===== src/hdl/mul_defines.svh =====
`ifndef MUL_DEFINES_SVH
`define MUL_DEFINES_SVH

// Operand and result width
`define MUL_XLEN 64

// APB address width
`define MUL_APB_AW 8

// Limb width of the iterative multiplier
`define MUL_LIMB_W 16

`endif

===== src/hdl/mul_regs_pkg.sv =====
`include "mul_defines.svh"

package mul_regs_pkg;

  // APB register map
  localparam logic [`MUL_APB_AW-1:0] REG_OPA_LO = 8'h00;
  localparam logic [`MUL_APB_AW-1:0] REG_OPA_HI = 8'h04;
  localparam logic [`MUL_APB_AW-1:0] REG_OPB_LO = 8'h08;
  localparam logic [`MUL_APB_AW-1:0] REG_OPB_HI = 8'h0C;
  localparam logic [`MUL_APB_AW-1:0] REG_CTRL   = 8'h10;
  localparam logic [`MUL_APB_AW-1:0] REG_STATUS = 8'h14;
  localparam logic [`MUL_APB_AW-1:0] REG_RES_LO = 8'h18;
  localparam logic [`MUL_APB_AW-1:0] REG_RES_HI = 8'h1C;

  // Status register fields
  localparam int STAT_BUSY_BIT = 0;
  localparam int STAT_DONE_BIT = 1;

endpackage


===== src/hdl/mul_op_pkg.sv =====
package mul_op_pkg;

  // Width of the operation field
  localparam int MUL_OP_W = 2;

  // RISC-V M-extension multiply variants
  localparam logic [MUL_OP_W-1:0] MUL_OP_MUL    = 2'd0;
  localparam logic [MUL_OP_W-1:0] MUL_OP_MULH   = 2'd1;
  localparam logic [MUL_OP_W-1:0] MUL_OP_MULHSU = 2'd2;
  localparam logic [MUL_OP_W-1:0] MUL_OP_MULHU  = 2'd3;

  // Control word layout
  localparam int CTRL_OP_LSB   = 0;
  localparam int CTRL_WORD_BIT = 2;

endpackage


===== src/hdl/mul_unit_top.sv =====
`timescale 1ns/1ps
`include "mul_defines.svh"

module mul_unit_top (
  input  logic                   clk_i,
  input  logic                   rst_ni,
  input  logic                   psel_i,
  input  logic                   penable_i,
  input  logic                   pwrite_i,
  input  logic [`MUL_APB_AW-1:0] paddr_i,
  input  logic [31:0]            pwdata_i,
  output logic [31:0]            prdata_o,
  output logic                   pready_o,
  output logic                   pslverr_o
);

  import mul_op_pkg::*;

  logic                 req_valid;
  logic                 req_ready;
  logic [`MUL_XLEN-1:0] opa;
  logic [`MUL_XLEN-1:0] opb;
  logic [MUL_OP_W-1:0]  op;
  logic                 word;
  logic                 ext_valid;
  logic                 ext_ready;
  logic [`MUL_XLEN:0]   ext_a;
  logic [`MUL_XLEN:0]   ext_b;
  logic                 op_low;
  logic                 op_word;
  logic                 resp_valid;
  logic [`MUL_XLEN-1:0] resp_value;

  mul_apb_regs mul_apb_regs_inst (
    .clk_i        (clk_i),
    .rst_ni       (rst_ni),
    .psel_i       (psel_i),
    .penable_i    (penable_i),
    .pwrite_i     (pwrite_i),
    .paddr_i      (paddr_i),
    .pwdata_i     (pwdata_i),
    .prdata_o     (prdata_o),
    .pready_o     (pready_o),
    .pslverr_o    (pslverr_o),
    .req_valid_o  (req_valid),
    .req_ready_i  (req_ready),
    .opa_o        (opa),
    .opb_o        (opb),
    .op_o         (op),
    .word_o       (word),
    .resp_valid_i (resp_valid),
    .resp_value_i (resp_value)
  );

  mul_operand_prep mul_operand_prep_inst (
    .clk_i       (clk_i),
    .rst_ni      (rst_ni),
    .req_valid_i (req_valid),
    .req_ready_o (req_ready),
    .opa_i       (opa),
    .opb_i       (opb),
    .op_i        (op),
    .word_i      (word),
    .ext_valid_o (ext_valid),
    .ext_ready_i (ext_ready),
    .ext_a_o     (ext_a),
    .ext_b_o     (ext_b),
    .op_low_o    (op_low),
    .op_word_o   (op_word)
  );

  mul_iter_core mul_iter_core_inst (
    .clk_i        (clk_i),
    .rst_ni       (rst_ni),
    .ext_valid_i  (ext_valid),
    .ext_ready_o  (ext_ready),
    .ext_a_i      (ext_a),
    .ext_b_i      (ext_b),
    .op_low_i     (op_low),
    .op_word_i    (op_word),
    .resp_valid_o (resp_valid),
    .resp_value_o (resp_value)
  );

endmodule


===== src/hdl/mul_iter_core.sv =====
`timescale 1ns/1ps
`include "mul_defines.svh"

module mul_iter_core (
  input  logic                 clk_i,
  input  logic                 rst_ni,
  input  logic                 ext_valid_i,
  output logic                 ext_ready_o,
  input  logic [`MUL_XLEN:0]   ext_a_i,
  input  logic [`MUL_XLEN:0]   ext_b_i,
  input  logic                 op_low_i,
  input  logic                 op_word_i,
  output logic                 resp_valid_o,
  output logic [`MUL_XLEN-1:0] resp_value_o
);

  localparam logic STATE_IDLE     = 1'b0;
  localparam logic STATE_PROGRESS = 1'b1;

  localparam int LIMB_W  = `MUL_LIMB_W;
  localparam int ACC_W   = 2 * LIMB_W + 3;
  localparam int TOP_LSB = 3 * LIMB_W;

  // Columns where each operation retires
  localparam logic [2:0] COL_WORD = 3'd1;
  localparam logic [2:0] COL_LOW  = 3'd3;
  localparam logic [2:0] COL_LAST = 3'd6;

  logic                    state_q;
  logic                    state_d;
  logic [1:0]              a_idx_q;
  logic [1:0]              a_idx_d;
  logic [1:0]              b_idx_q;
  logic [1:0]              b_idx_d;
  logic [1:0]              nxt_a;
  logic [1:0]              nxt_b;
  logic                    col_end;
  logic [2:0]              col;
  logic                    accept;
  logic                    finish;
  logic                    resp_valid_d;
  logic [`MUL_XLEN:0]      a_q;
  logic [`MUL_XLEN:0]      b_q;
  logic                    op_low_q;
  logic                    op_word_q;
  logic signed [LIMB_W:0]  mac_a;
  logic signed [LIMB_W:0]  mac_b;
  logic signed [ACC_W-1:0] mac_sum;
  logic signed [ACC_W-1:0] carry;
  logic signed [ACC_W-1:0] accum_q;
  logic signed [ACC_W-1:0] accum_d;
  logic [`MUL_XLEN-1:0]    res_q;
  logic [`MUL_XLEN-1:0]    res_d;

  // Lower limbs are unsigned while the top limb carries the extension bit
  function automatic logic signed [LIMB_W:0] limb_of(input logic [`MUL_XLEN:0] opnd,
                                                    input logic [1:0]          idx);
    if (idx == 2'd3) begin
      return $signed(opnd[`MUL_XLEN:TOP_LSB]);
    end else begin
      return $signed({1'b0, opnd[idx * LIMB_W +: LIMB_W]});
    end
  endfunction

  assign ext_ready_o = (state_q == STATE_IDLE);
  assign accept      = ext_valid_i && ext_ready_o;

  assign mac_a   = limb_of(a_q, a_idx_q);
  assign mac_b   = limb_of(b_q, b_idx_q);
  assign mac_sum = accum_q + ACC_W'(mac_a) * ACC_W'(mac_b);
  assign carry   = {{LIMB_W{mac_sum[ACC_W-1]}}, mac_sum[ACC_W-1:LIMB_W]};
  assign col     = {1'b0, a_idx_q} + {1'b0, b_idx_q};

  // Limb pairs walked one column after another
  always_comb begin
    {nxt_a, nxt_b, col_end} = 5'b0;
    case ({a_idx_q, b_idx_q})
      4'b00_00: {nxt_a, nxt_b, col_end} = {2'd1, 2'd0, 1'b1};
      4'b01_00: {nxt_a, nxt_b, col_end} = {2'd0, 2'd1, 1'b0};
      4'b00_01: {nxt_a, nxt_b, col_end} = {2'd0, 2'd2, 1'b1};
      4'b00_10: {nxt_a, nxt_b, col_end} = {2'd1, 2'd1, 1'b0};
      4'b01_01: {nxt_a, nxt_b, col_end} = {2'd2, 2'd0, 1'b0};
      4'b10_00: {nxt_a, nxt_b, col_end} = {2'd3, 2'd0, 1'b1};
      4'b11_00: {nxt_a, nxt_b, col_end} = {2'd2, 2'd1, 1'b0};
      4'b10_01: {nxt_a, nxt_b, col_end} = {2'd1, 2'd2, 1'b0};
      4'b01_10: {nxt_a, nxt_b, col_end} = {2'd0, 2'd3, 1'b0};
      4'b00_11: {nxt_a, nxt_b, col_end} = {2'd1, 2'd3, 1'b1};
      4'b01_11: {nxt_a, nxt_b, col_end} = {2'd2, 2'd2, 1'b0};
      4'b10_10: {nxt_a, nxt_b, col_end} = {2'd3, 2'd1, 1'b0};
      4'b11_01: {nxt_a, nxt_b, col_end} = {2'd3, 2'd2, 1'b1};
      4'b11_10: {nxt_a, nxt_b, col_end} = {2'd2, 2'd3, 1'b0};
      4'b10_11: {nxt_a, nxt_b, col_end} = {2'd3, 2'd3, 1'b1};
      default:  {nxt_a, nxt_b, col_end} = {2'd0, 2'd0, 1'b1};
    endcase
  end

  always_comb begin
    state_d      = state_q;
    a_idx_d      = a_idx_q;
    b_idx_d      = b_idx_q;
    accum_d      = accum_q;
    res_d        = res_q;
    resp_valid_d = 1'b0;
    finish       = 1'b0;
    case (state_q)
      STATE_IDLE: begin
        if (accept) begin
          state_d = STATE_PROGRESS;
          a_idx_d = 2'd0;
          b_idx_d = 2'd0;
          accum_d = '0;
        end
      end
      default: begin
        accum_d = mac_sum;
        a_idx_d = nxt_a;
        b_idx_d = nxt_b;
        if (col_end) begin
          accum_d = carry;
          // High ops reuse the low slots for bits 64 and up
          if (col == COL_LAST) begin
            res_d[`MUL_XLEN-1:2*LIMB_W] = mac_sum[2*LIMB_W-1:0];
          end else begin
            res_d[col[1:0] * LIMB_W +: LIMB_W] = mac_sum[LIMB_W-1:0];
          end
          finish = (op_word_q && col == COL_WORD) || (op_low_q && col == COL_LOW) ||
                   (col == COL_LAST);
        end
        if (finish) begin
          if (op_word_q) begin
            res_d[`MUL_XLEN-1:2*LIMB_W] = {(`MUL_XLEN - 2 * LIMB_W){mac_sum[LIMB_W-1]}};
          end
          state_d      = STATE_IDLE;
          resp_valid_d = 1'b1;
          accum_d      = '0;
          a_idx_d      = 2'd0;
          b_idx_d      = 2'd0;
        end
      end
    endcase
  end

  always_ff @(posedge clk_i) begin
    if (rst_ni) begin
      state_q      <= STATE_IDLE;
      a_idx_q      <= 2'd0;
      b_idx_q      <= 2'd0;
      resp_valid_o <= 1'b0;
    end else begin
      state_q      <= state_d;
      a_idx_q      <= a_idx_d;
      b_idx_q      <= b_idx_d;
      resp_valid_o <= resp_valid_d;
    end
  end

  // Operands latched so prep can take the next item
  always_ff @(posedge clk_i) begin
    accum_q <= accum_d;
    res_q   <= res_d;
    if (accept) begin
      a_q       <= ext_a_i;
      b_q       <= ext_b_i;
      op_low_q  <= op_low_i;
      op_word_q <= op_word_i;
    end
  end

  assign resp_value_o = res_q;

  assert property (@(posedge clk_i) disable iff (rst_ni)
    resp_valid_o |=> !resp_valid_o);

endmodule


===== src/hdl/mul_operand_prep.sv =====
`timescale 1ns/1ps
`include "mul_defines.svh"

module mul_operand_prep (
  input  logic                            clk_i,
  input  logic                            rst_ni,
  input  logic                            req_valid_i,
  output logic                            req_ready_o,
  input  logic [`MUL_XLEN-1:0]            opa_i,
  input  logic [`MUL_XLEN-1:0]            opb_i,
  input  logic [mul_op_pkg::MUL_OP_W-1:0] op_i,
  input  logic                            word_i,
  output logic                            ext_valid_o,
  input  logic                            ext_ready_i,
  output logic [`MUL_XLEN:0]              ext_a_o,
  output logic [`MUL_XLEN:0]              ext_b_o,
  output logic                            op_low_o,
  output logic                            op_word_o
);

  import mul_op_pkg::*;

  logic take;
  logic a_sign;
  logic b_sign;
  logic ext_valid_q;

  // Stage is free when empty or drained this cycle
  assign req_ready_o = !ext_valid_q || ext_ready_i;
  assign take        = req_valid_i && req_ready_o;

  // MULHU treats a as unsigned, MULHSU and MULHU treat b as unsigned
  assign a_sign = (op_i != MUL_OP_MULHU) ? opa_i[`MUL_XLEN-1] : 1'b0;
  assign b_sign = (op_i == MUL_OP_MUL || op_i == MUL_OP_MULH) ? opb_i[`MUL_XLEN-1] : 1'b0;

  always_ff @(posedge clk_i) begin
    if (rst_ni) begin
      ext_valid_q <= 1'b0;
    end else if (req_ready_o) begin
      ext_valid_q <= req_valid_i;
    end
  end

  always_ff @(posedge clk_i) begin
    if (take) begin
      ext_a_o   <= {a_sign, opa_i};
      ext_b_o   <= {b_sign, opb_i};
      op_low_o  <= (op_i == MUL_OP_MUL);
      op_word_o <= word_i;
    end
  end

  assign ext_valid_o = ext_valid_q;

  assert property (@(posedge clk_i) disable iff (rst_ni)
    ext_valid_o && !ext_ready_i |=> ext_valid_o && $stable(ext_a_o) && $stable(ext_b_o)
      && $stable(op_low_o) && $stable(op_word_o));

endmodule


===== src/hdl/mul_apb_regs.sv =====
`timescale 1ns/1ps
`include "mul_defines.svh"

module mul_apb_regs (
  input  logic                            clk_i,
  input  logic                            rst_ni,
  input  logic                            psel_i,
  input  logic                            penable_i,
  input  logic                            pwrite_i,
  input  logic [`MUL_APB_AW-1:0]          paddr_i,
  input  logic [31:0]                     pwdata_i,
  output logic [31:0]                     prdata_o,
  output logic                            pready_o,
  output logic                            pslverr_o,
  output logic                            req_valid_o,
  input  logic                            req_ready_i,
  output logic [`MUL_XLEN-1:0]            opa_o,
  output logic [`MUL_XLEN-1:0]            opb_o,
  output logic [mul_op_pkg::MUL_OP_W-1:0] op_o,
  output logic                            word_o,
  input  logic                            resp_valid_i,
  input  logic [`MUL_XLEN-1:0]            resp_value_i
);

  import mul_op_pkg::*;
  import mul_regs_pkg::*;

  localparam int HALF_W = `MUL_XLEN / 2;

  logic                 access;
  logic                 wr_en;
  logic                 addr_hit;
  logic                 ctrl_wr;
  logic                 start;
  logic                 opnd_wr;
  logic                 req_valid_q;
  logic                 busy_q;
  logic                 done_q;
  logic [MUL_OP_W-1:0]  op_q;
  logic                 word_q;
  logic [`MUL_XLEN-1:0] opa_q;
  logic [`MUL_XLEN-1:0] opb_q;
  logic [`MUL_XLEN-1:0] res_q;

  assign access  = psel_i && penable_i;
  assign wr_en   = access && pwrite_i;
  assign ctrl_wr = wr_en && (paddr_i == REG_CTRL);
  assign start   = ctrl_wr && !busy_q;
  // Operands are frozen while a request waits for acceptance
  assign opnd_wr = wr_en && !req_valid_q;

  assign pready_o  = 1'b1;
  assign pslverr_o = access && (!addr_hit || (ctrl_wr && busy_q));

  // Read mux and address decode
  always_comb begin
    prdata_o = '0;
    addr_hit = 1'b1;
    case (paddr_i)
      REG_OPA_LO: prdata_o = opa_q[HALF_W-1:0];
      REG_OPA_HI: prdata_o = opa_q[`MUL_XLEN-1:HALF_W];
      REG_OPB_LO: prdata_o = opb_q[HALF_W-1:0];
      REG_OPB_HI: prdata_o = opb_q[`MUL_XLEN-1:HALF_W];
      REG_CTRL: begin
        prdata_o[CTRL_OP_LSB +: MUL_OP_W] = op_q;
        prdata_o[CTRL_WORD_BIT]           = word_q;
      end
      REG_STATUS: begin
        prdata_o[STAT_BUSY_BIT] = busy_q;
        prdata_o[STAT_DONE_BIT] = done_q;
      end
      REG_RES_LO: prdata_o = res_q[HALF_W-1:0];
      REG_RES_HI: prdata_o = res_q[`MUL_XLEN-1:HALF_W];
      default:    addr_hit = 1'b0;
    endcase
  end

  always_ff @(posedge clk_i) begin
    if (rst_ni) begin
      req_valid_q <= 1'b0;
      busy_q      <= 1'b0;
      done_q      <= 1'b0;
      op_q        <= '0;
      word_q      <= 1'b0;
    end else begin
      if (start) begin
        req_valid_q <= 1'b1;
        busy_q      <= 1'b1;
        done_q      <= 1'b0;
        op_q        <= pwdata_i[CTRL_OP_LSB +: MUL_OP_W];
        word_q      <= pwdata_i[CTRL_WORD_BIT];
      end else if (req_valid_q && req_ready_i) begin
        req_valid_q <= 1'b0;
      end
      if (resp_valid_i) begin
        busy_q <= 1'b0;
        done_q <= 1'b1;
      end
    end
  end

  always_ff @(posedge clk_i) begin
    if (opnd_wr) begin
      case (paddr_i)
        REG_OPA_LO: opa_q[HALF_W-1:0]         <= pwdata_i;
        REG_OPA_HI: opa_q[`MUL_XLEN-1:HALF_W] <= pwdata_i;
        REG_OPB_LO: opb_q[HALF_W-1:0]         <= pwdata_i;
        REG_OPB_HI: opb_q[`MUL_XLEN-1:HALF_W] <= pwdata_i;
        default:    ;
      endcase
    end
    if (resp_valid_i) begin
      res_q <= resp_value_i;
    end
  end

  assign req_valid_o = req_valid_q;
  assign opa_o       = opa_q;
  assign opb_o       = opb_q;
  assign op_o        = op_q;
  assign word_o      = word_q;

  // One request at a time
  assert property (@(posedge clk_i) disable iff (rst_ni)
    $rose(req_valid_o) |-> !$past(busy_q));

endmodule


===== config.mk =====
export PLATFORM = sky130hd
export DESIGN_NAME = mul_unit_top
export DESIGN_NICKNAME = d
export VERILOG_FILES = /design/src/hdl/mul_regs_pkg.sv /design/src/hdl/mul_op_pkg.sv /design/src/hdl/mul_unit_top.sv /design/src/hdl/mul_iter_core.sv /design/src/hdl/mul_operand_prep.sv /design/src/hdl/mul_apb_regs.sv
export VERILOG_INCLUDE_DIRS = /design/src /design/src/hdl
export SDC_FILE = /design/constraint.sdc
export NUM_CORES = 1
export LEC_CHECK = 0
export ABC_AREA = 1
export BUFFER_PORTS_ARGS = -buffer_cell sky130_fd_sc_hd__buf_2
export CORE_MARGIN = 4
export CORE_UTILIZATION = 47
export CTS_CLUSTER_SIZE = 16
export DETAILED_ROUTE_END_ITERATION = 6
export GPL_ROUTABILITY_DRIVEN = 0
export PLACE_DENSITY = 0.59
export SLEW_MARGIN = 0
export SYNTH_ARGS = -nofsm -noshare
export SYNTH_HDL_FRONTEND = slang
export SYNTH_HIERARCHICAL = 1
export SYNTH_SLANG_ARGS = --single-unit
export TNS_END_PERCENT = 5

===== constraint.sdc =====
create_clock -name clk_i -period 11.8 [get_ports clk_i]
set_clock_uncertainty 0.05 [all_clocks]
set_input_delay 1.18 -clock clk_i [delete_from_list [all_inputs] [get_ports clk_i]]
set_output_delay 1.18 -clock clk_i [all_outputs]
set_load 0.05 [all_outputs]

==> flow_summary.ini, run 1 <==
[outcome]
run_status = complete, no violations

[floorplan]
die_w_microns = 285.4
start_util = 0.4755
die-height_microns = 285.4
row_count = 101
core_area_sq_um = 76080
io_pins = 79
fp.dieArea_sq_um = 81470

[synth]
synthesis.nets = 3957
ys.warnings.count = 6
synth-main-ff-cell = sky130_fd_sc_hd__edfxtp_1
synth-edff-count = 555
postSynth.asyncResetShare = 0
synth_area_per_cell_sq_um = 10.48
sequential_fraction_of_the_synthesis_area = 0.4707
number_of_library_cell_types_mapped_by_synthesis = 62
postSynthCellCount = 3451
syn-cell-area_sq_um = 36170
synth_seq_cells = 573

[power_and_ir_drop]
power.switching_fraction = 0.1987
internal_power_mw = 3.384
seq_power_share = 0.522
power_frac_comb = 0.015
power_frac_clock = 0.463
p_leak_nw = 17.97
power.ir.vdd_worst_mv = 0.1307
netSwitchingPower_uw = 839.1
p_per_area_nw_per_um2 = 106.4

[sta]
timing.final.ws_setup_ns = 2.428
grt_setup_unrepaired = no
period_share = 0.7943
tightestPinTransition_ns = 1.194
relSlewSlack = 0.2013
min_period_ns = 9.372
max_freq_mhz = 106.7
report.final.setup_viol = 0
setup-tns-final_ns = 0
number_of_hold_violations_in_the_final_report = 0
maxSlewViolCount = 0

[clocking]
cts.reportedPaths.clkPinSlew_ns = 0.06
number_of_clock_buffers_inserted_by_tritoncts = 58
root_buffer = sky130_fd_sc_hd__clkbuf_16
clkSinkCount = 573
holdBufCountCts = 0
tritoncts_clock_tree = yes
ctsResizeCount = 0
insertion_delay_ns = 0.63
clock_tree.htree_level_count = 2
cts-root-to-sink-buffers = 3
post-cts-setup-buffers = 0

[critical_path]
crit_path_top_delay_cell = sky130_fd_sc_hd__o31ai_4
rr_worst_depth = 30
timing.critical_path.arrival_ns = 9.78
setup.worst_path.start_class = flop
worstReg2RegEnd = mul_iter_core_inst/resp_value_o[56]
path_max_fanout = 23
cpPeakStageDelay_ns = 0.95
critical_path_class = flop to flop
critPathMostFrequentCell = sky130_fd_sc_hd__inv_1
crit_end_category = flop
r2r_slack_ns = 2.43
critPathRequiredTime_ns = 12.21
reg2reg_from = mul_iter_core_inst/b_idx_q[1]

[routing]
post_drt_wl_per_cell_microns = 20.52
drt_wl_total_mm = 94.60
drtIter0Drc = 1999
drc = 0
drt-pass1-iter-count = 6
vias = 23800
post_drt_via_cell_ratio = 5.164
detail-route-antenna-nets = 0

[min_path]
worst_hold_path_cells = 0
whs_endpoint = mul_iter_core_inst/b_q[22]
worst_hold_path_type = flop to flop
start_point_of_the_worst_min_delay_path = mul_operand_prep_inst/ext_b_o[22]

[placed_design]
dpl.hpwl_mm = 70.38
place_ws_ns = 2.559
io_buffer_count = 77

[job]
maxCapViolCount = 0

[global_routing]
grt_antenna_before_repair = 0
gr_usage_total = 0.2362
grt_pass1_wl_mm = 146.9
grt.overflow.total = 0
met1_capacity_usage_during_global_routing = 0.3381
grt.met2_usage = 0.3899
globalRoute.busiestLayer = met2
grt.met3_usage = 0.03092
grt_pass1_vias = 24430
grt_max_degree = 79

[finish]
layout_common_cells = sky130_fd_sc_hd__nand2_1, sky130_fd_sc_hd__inv_1, sky130_fd_sc_hd__edfxtp_1
drive_gt1_frac = 0.09528
final.fill_count = 6853
area_growth_pct = 9.768
layout_commonest_cell = sky130_fd_sc_hd__nand2_1
number_of_antenna_repair_diodes = 0
layout.nets = 4035
## synth_stat cells, types with 18 or more instances
cell	count	share of area
sky130_fd_sc_hd__nor2_1	171	0.018
sky130_fd_sc_hd__dfxtp_1	18	0.010
sky130_fd_sc_hd__a21oi_1	58	0.0080
sky130_fd_sc_hd__ha_1	113	0.039
sky130_fd_sc_hd__o21ai_0	74	0.010
sky130_fd_sc_hd__nand2_1	777	0.081
sky130_fd_sc_hd__edfxtp_1	555	0.46
sky130_fd_sc_hd__inv_1	746	0.077
sky130_fd_sc_hd__fa_1	348	0.19
sky130_fd_sc_hd__buf_4	19	0.0039
sky130_fd_sc_hd__inv_2	28	0.0029
sky130_fd_sc_hd__buf_2	63	0.0087
sky130_fd_sc_hd__nand3_1	234	0.032
## power by group through the flow
stage | Combinational [mW] | Sequential, mW | Clock (mW)
after CTS | 0.0639 | 2.20 | 1.99
final | 0.0639 | 2.20 | 1.96
after global placement | 0.0633 | 2.25 | 0
after detailed placement | 0.0636 | 2.25 | 0
after global routing | 0.0689 | 2.20 | 2.07
after floorplan | 0.0332 | 2.25 | 0
## worst max-delay path by stage
stage	startpoint	to	slack, ns	depth (start not counted)
after floorplan	mul_iter_core_inst/state_q	mul_operand_prep_inst/ext_a_o[0]	3.68	3
after global placement	mul_iter_core_inst/b_idx_q[1]	mul_iter_core_inst/resp_value_o[56]	2.60	30
after detailed placement	mul_iter_core_inst/b_idx_q[1]	mul_iter_core_inst/resp_value_o[56]	2.56	30
after CTS	mul_iter_core_inst/b_idx_q[1]	mul_iter_core_inst/resp_value_o[56]	2.55	30
after global routing	mul_iter_core_inst/b_idx_q[1]	mul_iter_core_inst/resp_value_o[56]	1.94	30
final	mul_iter_core_inst/b_idx_q[1]	mul_iter_core_inst/resp_value_o[56]	2.43	30
## final cells by class
type / count / area [sq um] / area share
clock buffer: 71 / 1530 / 0.03854
clock inverter: 39 / 500.5 / 0.01260
inverter: 778 / 2925 / 0.07367
multi-input combinational: 1994 / 15700 / 0.3953
sequential: 573 / 17030 / 0.4288
tap: 1030 / 1289 / 0.03246
timing repair buffer: 124 / 738.2 / 0.01859
## sequential cells by signal (all words and copies together), names as in the netlist, 2 cells and up, named ones only
signal	cells
mul_iter_core_inst/a_q	65
mul_iter_core_inst/nxt_b	2
mul_iter_core_inst/b_q	65
mul_operand_prep_inst/ext_a_o	65
mul_iter_core_inst/resp_value_o	32
mul_operand_prep_inst/ext_b_o	65
mul_apb_regs_inst/res_q	64
mul_iter_core_inst/b_idx_q	2
mul_apb_regs_inst/opb_o	64
mul_iter_core_inst/nxt_a	2
mul_iter_core_inst/accum_q	35
mul_iter_core_inst/a_idx_q	2
mul_apb_regs_inst/opa_o	64
mul_apb_regs_inst/op_o	2
## critical path, delay by kind of cell, from the launching register on
| kind | cells | cell delay [ns] |
|---|---|---|
| DFF | 1 | 0.80 |
| xor gates and xnor gates | 1 | 0.49 |
| and+or+nand+nor | 12 | 2.03 |
| AOI/OAI and AO/OA | 1 | 0.95 |
| buffers and inverters | 9 | 1.78 |
| adders and majority gates | 7 | 3.01 |
## layer usage
layer  vias up  share of wire  routed length (microns)
met1     11910           0.44                    41620
li1      11010              -                        -
met4         0          0.021                     2020
met3       115          0.064                     6096
met5         -              0                        0
met2       768           0.47                    44860
## kinds of logic (layout without fill, tap and decap cells)
logic type | count (synthesis) | in the layout | share of synthesized area
compound gates | 244 | 244 | 0.04676
buf+inv | 884 | 1012 | 0.09688
flops | 573 | 573 | 0.4707
other cells | 1 | 1 | 0.0001037
fa+ha+maj | 461 | 461 | 0.2317
simple gates | 1262 | 1262 | 0.1476
xor+xnor | 24 | 24 | 0.005811
mux | 2 | 2 | 0.0005534
## through the flow
stage | util | cells | instance area (sq um) | hold slack, ns | power [mW]
6_report | 0.5220 | 4609 | 39710 | 0.3395 | 4.223
5_1_grt | 0.5220 | 4609 | 39710 | 0.3535 | 4.343
4_1_cts | 0.5220 | 4609 | 39710 | 0.3354 | 4.255
3_5_place_dp | 0.4953 | 4499 | 37680 | 0.3545 | 2.311
3_3_place_gp | 0.4953 | 4499 | 37680 | 0.3503 | 2.311
2_1_floorplan | - | 3451 | 36170 | 0.3503 | 2.281
(Power assumes the default switching activity.)
==> run 2: changes to the inputs <==
- ABC_AREA: 1 -> 0
- clock period: 11.8 -> 8.8 ns (I/O delays scaled with it)
==> run 2 against run 1 <==
Die area decreased by 4.9%. Fmax increased by 12%. Critical endpoint is now mul_iter_core_inst/resp_value_o[60]. Register-to-register slack got worse by 2.0 ns.
==> flow_summary.ini, run 2 <==
[outcome]
run_status = complete, no violations

[power_and_ir_drop]
fin_total_pwr_mw = 5.578
p_leak_nw = 15.18
p_per_area_nw_per_um2 = 147.1
power.ir.vdd_worst_mv = 0.1610

[sta]
report.final.setup_viol = 0
relSlewSlack = 0.2654
number_of_hold_violations_in_the_final_report = 0
grt_setup_unrepaired = no
max_freq_mhz = 119.4
min_period_ns = 8.378
period_share = 0.9520
tightestPinTransition_ns = 1.098
timing.final.ws_setup_ns = 0.4225
setup-tns-final_ns = 0
maxSlewViolCount = 0

[synth]
synth_top_cell_area_share = 0.4854
synth-edff-count = 555
postSynth.asyncResetShare = 0
synth_area_per_cell_sq_um = 12.81
synth_seq_cells = 573
sequential_fraction_of_the_synthesis_area = 0.4959
commonest_cells_post_synth = sky130_fd_sc_hd__edfxtp_1, sky130_fd_sc_hd__inv_1, sky130_fd_sc_hd__fa_1
yosys.cell_count.top_type = sky130_fd_sc_hd__edfxtp_1
postSynthCellCount = 2680
post-synth-top-area-cell = sky130_fd_sc_hd__edfxtp_1
synth-main-ff-cell = sky130_fd_sc_hd__edfxtp_1
ys.warnings.count = 6
synthesis.nets = 3186
number_of_library_cell_types_mapped_by_synthesis = 82
syn-cell-area_sq_um = 34340
post_synth_main_area_contributors = sky130_fd_sc_hd__edfxtp_1, sky130_fd_sc_hd__fa_1, sky130_fd_sc_hd__inv_1, sky130_fd_sc_hd__ha_1, sky130_fd_sc_hd__nand2_1

[floorplan]
row_count = 98
core_area_sq_um = 71980
start_util = 0.4771
die_w_microns = 278.3
fp.dieArea_sq_um = 77450
io_pins = 79
die-height_microns = 278.3

[clocking]
cts.reportedPaths.clkPinSlew_ns = 0.06
clock_tree.htree_level_count = 2
root_buffer = sky130_fd_sc_hd__clkbuf_16
tritoncts_clock_tree = yes
insertion_delay_ns = 0.62
number_of_clock_buffers_inserted_by_tritoncts = 57
cts-root-to-sink-buffers = 3
clkSinkCount = 573

[finish]
finish.cell_count_without_fillers = 3767
layout.nets = 3276
drive_gt1_frac = 0.1140
layout_commonest_cell = sky130_fd_sc_hd__edfxtp_1
number_of_antenna_repair_diodes = 0
layout_common_cells = sky130_fd_sc_hd__edfxtp_1, sky130_fd_sc_hd__inv_1, sky130_fd_sc_hd__fa_1
area_growth_pct = 10.47
final_instance_area_sq_um = 37930

[routing]
post_drt_via_cell_ratio = 5.530
drt-pass1-iter-count = 5
vias = 20830
drt_wl_total_mm = 92.82
drtIter0Drc = 2196
drc = 0
post_drt_wl_per_cell_microns = 24.64
detail-route-antenna-nets = 0

[critical_path]
worstReg2RegEnd = mul_iter_core_inst/resp_value_o[60]
critical_path_class = flop to flop
reg2reg_from = mul_iter_core_inst/a_idx_q[1]
setup.worst_path.start_class = flop
timing.critical_path.arrival_ns = 8.69
critPathRequiredTime_ns = 9.11
crit_end_category = flop
r2r_slack_ns = 0.42
path_max_fanout = 27
rr_worst_depth = 24

[placed_design]
io_buffer_count = 77
place_ws_ns = 0.3521
postPlaceCellArea_sq_um = 35990
dpl.hpwl_mm = 70.04
post-place-cells = 3661

[min_path]
worst_hold_path_cells = 0
start_point_of_the_worst_min_delay_path = mul_operand_prep_inst/ext_a_o[5]
whs_endpoint = mul_iter_core_inst/a_q[5]
worst_hold_path_type = flop to flop

[global_routing]
gr_usage_total = 0.2427
grt_antenna_before_repair = 1
grt_max_degree = 71
grt_pass1_wl_mm = 140.5
grt.overflow.total = 0
grt_pass1_vias = 22020

[job]
maxCapViolCount = 0
-- run 2: metal layers --
| layer | wire (microns) | global-route usage |
|---|---|---|
| met4 | 3549 | 0.08409 |
| met5 | 13 | 0 |
| met3 | 6171 | 0.03506 |
| met1 | 38900 | 0.3371 |
| met2 | 44190 | 0.3961 |
-- run 2: what timing repair did --
| action | 4_1_cts | 5_1_grt |
|---|---|---|
| endpoints found under the setup margin | 0 | 4 |
| buffers inserted | 0 | 0 |
| hold buffers | 0 | 0 |
| gates resized for setup | 0 | 2 |
-- run 2: kinds of logic after synthesis --
| group | count (synthesis) | synth area share |
|---|---|---|
| adder cells (fa/ha/maj) | 461 | 0.2441 |
| other | 1 | 0.0001092 |
| AND/OR/NAND/NOR | 617 | 0.08082 |
| AO/OA/AOI/OAI | 282 | 0.05604 |
| multiplexers | 119 | 0.04733 |
| flip-flops | 573 | 0.4959 |
| buffers and inverters | 587 | 0.06512 |
| XOR/XNOR | 40 | 0.01064 |
-- run 2: worst max path at each step --
| stage | from | to | slack, ns |
|---|---|---|---|
| after floorplan | mul_iter_core_inst/a_idx_q[1] | mul_iter_core_inst/resp_value_o[63] | 1.17 |
| after global placement | mul_iter_core_inst/a_idx_q[1] | mul_iter_core_inst/resp_value_o[63] | 0.30 |
| after detailed placement | mul_iter_core_inst/a_idx_q[1] | mul_iter_core_inst/resp_value_o[63] | 0.35 |
| after CTS | mul_iter_core_inst/a_idx_q[1] | mul_iter_core_inst/resp_value_o[63] | 0.33 |
| after global routing | mul_iter_core_inst/a_idx_q[1] | mul_iter_core_inst/resp_value_o[63] | 0.05 |
| final | mul_iter_core_inst/a_idx_q[1] | mul_iter_core_inst/resp_value_o[60] | 0.42 |
-- run 2: final cells by class --
class	instances	area [sq um]
well taps	950	1189
inverters	483	1813
flip-flops and latches	573	17030
clock inverters	37	416.7
multi-input cells	1520	15120
clock buffers	69	1514
repair buffers	135	839.6
fillers	6016	34050
-- run 2: stage by stage --
stage / hold WS (ns) / utilization
final: 0.3548 / 0.5270
after detailed placement: 0.3545 / 0.5001
after floorplan: 0.3503 / -
after CTS: 0.3639 / 0.5269
after global routing: 0.3699 / 0.5270
after global placement: 0.3504 / 0.4999
-- run 2: worst max-delay path, cell delays in order (launching register included) --
cell                        delay, ns
sky130_fd_sc_hd__dfxtp_2         0.50
sky130_fd_sc_hd__buf_12          0.30
sky130_fd_sc_hd__mux2_2          0.42
sky130_fd_sc_hd__o21ai_1         0.80
sky130_fd_sc_hd__nor2_1          0.17
sky130_fd_sc_hd__fa_1            0.57
sky130_fd_sc_hd__inv_1           0.04
sky130_fd_sc_hd__fa_1            0.46
sky130_fd_sc_hd__fa_1            0.51
sky130_fd_sc_hd__inv_1           0.05
sky130_fd_sc_hd__fa_1            0.54
sky130_fd_sc_hd__fa_1            0.52
sky130_fd_sc_hd__inv_1           0.05
sky130_fd_sc_hd__fa_1            0.50
sky130_fd_sc_hd__inv_1           0.05
sky130_fd_sc_hd__ha_1            0.37
sky130_fd_sc_hd__a2111oi_0       0.45
sky130_fd_sc_hd__o21ai_1         0.17
sky130_fd_sc_hd__nand2_1         0.14
sky130_fd_sc_hd__a21boi_4        0.10
sky130_fd_sc_hd__a21oi_2         0.34
sky130_fd_sc_hd__nor2b_1         0.10
sky130_fd_sc_hd__o41ai_2         0.59
sky130_fd_sc_hd__and2_1          0.23
sky130_fd_sc_hd__o31ai_1         0.06
-- run 2: power by group --
group          total, mW  switching (mW)  leakage (nW)  internal (mW)
clock network       2.51            1.05         0.941           1.46
logic              0.113          0.0757          9.05         0.0370
registers           2.96        0.000319          5.18           2.96
total               5.58            1.12          15.2           4.45
==> run 3: changes to the inputs <==
- CELL_PAD_IN_SITES_DETAIL_PLACEMENT: unset -> 1
- CELL_PAD_IN_SITES_GLOBAL_PLACEMENT: unset -> 2
- CORE_UTILIZATION: 47 -> 45
- PLACE_DENSITY: 0.59 -> 0.76
==> run 3 against run 2 <==
Critical path depth increased by 1. Hold slack improved by 0.013 ns. Largest cell class unchanged. Power increased by 1.6%. Cell count increased by 0.90%. Count of clock-buffer cells in the layout increased by 1. Non-clock buffer count increased by 8. Routed wire length increased by 12%. Sequential share of layout area decreased by 0.21 points. Clock power increased by 3%. Design area increased by 0.47%. Via count increased by 1.9%. Fmax increased by 2.0%. Highest routed layer is now met4.
==> flow_summary.ini, run 3 (synthesis gave the netlist of run 2 again) <==
[global_routing]
grt.overflow.total = 0
grt_max_degree = 81
grt.met3_usage = 0.04338
grt_pass1_vias = 23420
grt_pass1_wl_mm = 156.1
met1_capacity_usage_during_global_routing = 0.3699
grt_antenna_before_repair = 2
gr_usage_total = 0.2616
grt.met2_usage = 0.4326
globalRoute.busiestLayer = met2

[clocking]
cts.reportedPaths.clkPinSlew_ns = 0.06
clock_tree.htree_level_count = 2
root_buffer = sky130_fd_sc_hd__clkbuf_16
cts-root-to-sink-buffers = 3
ctsResizeCount = 0
holdBufCountCts = 0
tritoncts_clock_tree = yes
post-cts-setup-buffers = 0
clkSinkCount = 573
number_of_clock_buffers_inserted_by_tritoncts = 56
insertion_delay_ns = 0.62

[floorplan]
row_count = 101
start_util = 0.4529
core_area_sq_um = 75820
die-height_microns = 284.2
io_pins = 79
die_w_microns = 284.2
fp.dieArea_sq_um = 80790

[routing]
post_drt_via_cell_ratio = 5.584
vias = 21220
drtIter0Drc = 1679
detail-route-antenna-nets = 0
drc = 0
drt_wl_total_mm = 104.4
post_drt_wl_per_cell_microns = 27.46
drt-pass1-iter-count = 5

[finish]
layout_commonest_cell = sky130_fd_sc_hd__edfxtp_1
layout_common_cells = sky130_fd_sc_hd__edfxtp_1, sky130_fd_sc_hd__inv_1, sky130_fd_sc_hd__fa_1
area_growth_pct = 10.98
number_of_antenna_repair_diodes = 0
layout.nets = 3283
final.fill_count = 7723
drive_gt1_frac = 0.1180

[critical_path]
path_max_fanout = 8
crit_end_category = flop
critical_path_class = flop to flop
critPathRequiredTime_ns = 9.10
setup.worst_path.start_class = flop
timing.critical_path.arrival_ns = 8.51
r2r_slack_ns = 0.59

[sta]
setup-tns-final_ns = 0
timing.final.ws_setup_ns = 0.5867
grt_setup_unrepaired = no
tightestPinTransition_ns = 1.269
relSlewSlack = 0.1521
min_period_ns = 8.213
maxSlewViolCount = 0
report.final.setup_viol = 0
number_of_hold_violations_in_the_final_report = 0
max_freq_mhz = 121.8
period_share = 0.9333

[power_and_ir_drop]
power.ir.vdd_worst_mv = 0.1541
p_per_area_nw_per_um2 = 148.8
p_leak_nw = 15.24

[min_path]
worst_hold_path_type = flop to flop

[outcome]
run_status = complete, no violations

[placed_design]
dpl.hpwl_mm = 80.04
place_ws_ns = 0.5915
io_buffer_count = 77

[job]
maxCapViolCount = 0
run 3: cell count changes in the layout (fill, tap and decap cells not counted), sizes merged:
cell,previous run,this run
clkinvlp,2,4
clkinv,26,16
clkbuf,69,70
buf,135,143
bufinv,8,11
inv,484,486
run 3: final cells by class:
class	count	area [sq um]	area share
well taps	978	1224	0.03211
multi-input cells	1520	15140	0.3972
inverters	483	1813	0.04758
flip-flops and latches	573	17030	0.4470
clock buffers	70	1514	0.03973
repair buffers	143	895.9	0.02351
clock inverters	34	491.7	0.01290
run 3: path summary, 6_finish.rpt:
path / from / to / cells after the start
worst min-delay path: mul_operand_prep_inst/ext_a_o[17] / mul_iter_core_inst/a_q[17] / 0
worst max register to register: mul_iter_core_inst/a_idx_q[1] / mul_iter_core_inst/resp_value_o[63] / 25
worst max-delay path: mul_iter_core_inst/a_idx_q[1] / mul_iter_core_inst/resp_value_o[63] / 25
worst min register to register: mul_operand_prep_inst/ext_a_o[17] / mul_iter_core_inst/a_q[17] / 0
run 3: critical path, cell delays in order, from the launching register on:
cell and delay (ns):
sky130_fd_sc_hd__dfxtp_2 0.49, sky130_fd_sc_hd__buf_4 0.25, sky130_fd_sc_hd__mux2_2 0.37, sky130_fd_sc_hd__o21ai_1 0.82
sky130_fd_sc_hd__buf_4 0.29, sky130_fd_sc_hd__nor2_1 0.06, sky130_fd_sc_hd__fa_1 0.49, sky130_fd_sc_hd__inv_1 0.05
sky130_fd_sc_hd__fa_1 0.39, sky130_fd_sc_hd__fa_1 0.52, sky130_fd_sc_hd__fa_1 0.55, sky130_fd_sc_hd__inv_1 0.05
sky130_fd_sc_hd__fa_1 0.48, sky130_fd_sc_hd__inv_1 0.05, sky130_fd_sc_hd__fa_1 0.53, sky130_fd_sc_hd__inv_1 0.07
sky130_fd_sc_hd__ha_1 0.39, sky130_fd_sc_hd__nand2_1 0.11, sky130_fd_sc_hd__a211oi_1 0.33, sky130_fd_sc_hd__a21oi_1 0.16
sky130_fd_sc_hd__o211ai_2 0.26, sky130_fd_sc_hd__a31oi_2 0.19, sky130_fd_sc_hd__o211ai_2 0.27, sky130_fd_sc_hd__mux2_2 0.39
sky130_fd_sc_hd__nor3_1 0.19, sky130_fd_sc_hd__o221ai_1 0.15
run 3: per-stage QoR:
| stage | power (mW) | utilization | hold slack [ns] | area (sq um) | cells |
|---|---|---|---|---|---|
| after floorplan | 3.075 | - | 0.3503 | 34340 | 2680 |
| after global placement | 3.129 | 0.4761 | 0.3505 | 36100 | 3697 |
| after detailed placement | 3.131 | 0.4761 | 0.3552 | 36100 | 3697 |
| after global routing | 5.832 | 0.5026 | 0.3718 | 38110 | 3801 |
| final | 5.669 | 0.5026 | 0.3682 | 38110 | 3801 |
| after CTS | 5.710 | 0.5026 | 0.3665 | 38110 | 3801 |
run 3: routing by layer:
layer | share of wire | wire [microns]
met5 | 0 | 0
met4 | 0.018 | 1920
met3 | 0.065 | 6772
met2 | 0.48 | 50440
met1 | 0.43 | 45260
run 3: where the power goes:
part	internal (mW)	leakage (nW)	switching, mW
registers	2.95	5.18	0.000369
logic	0.0374	9.09	0.0824
clock network	1.55	0.969	1.05
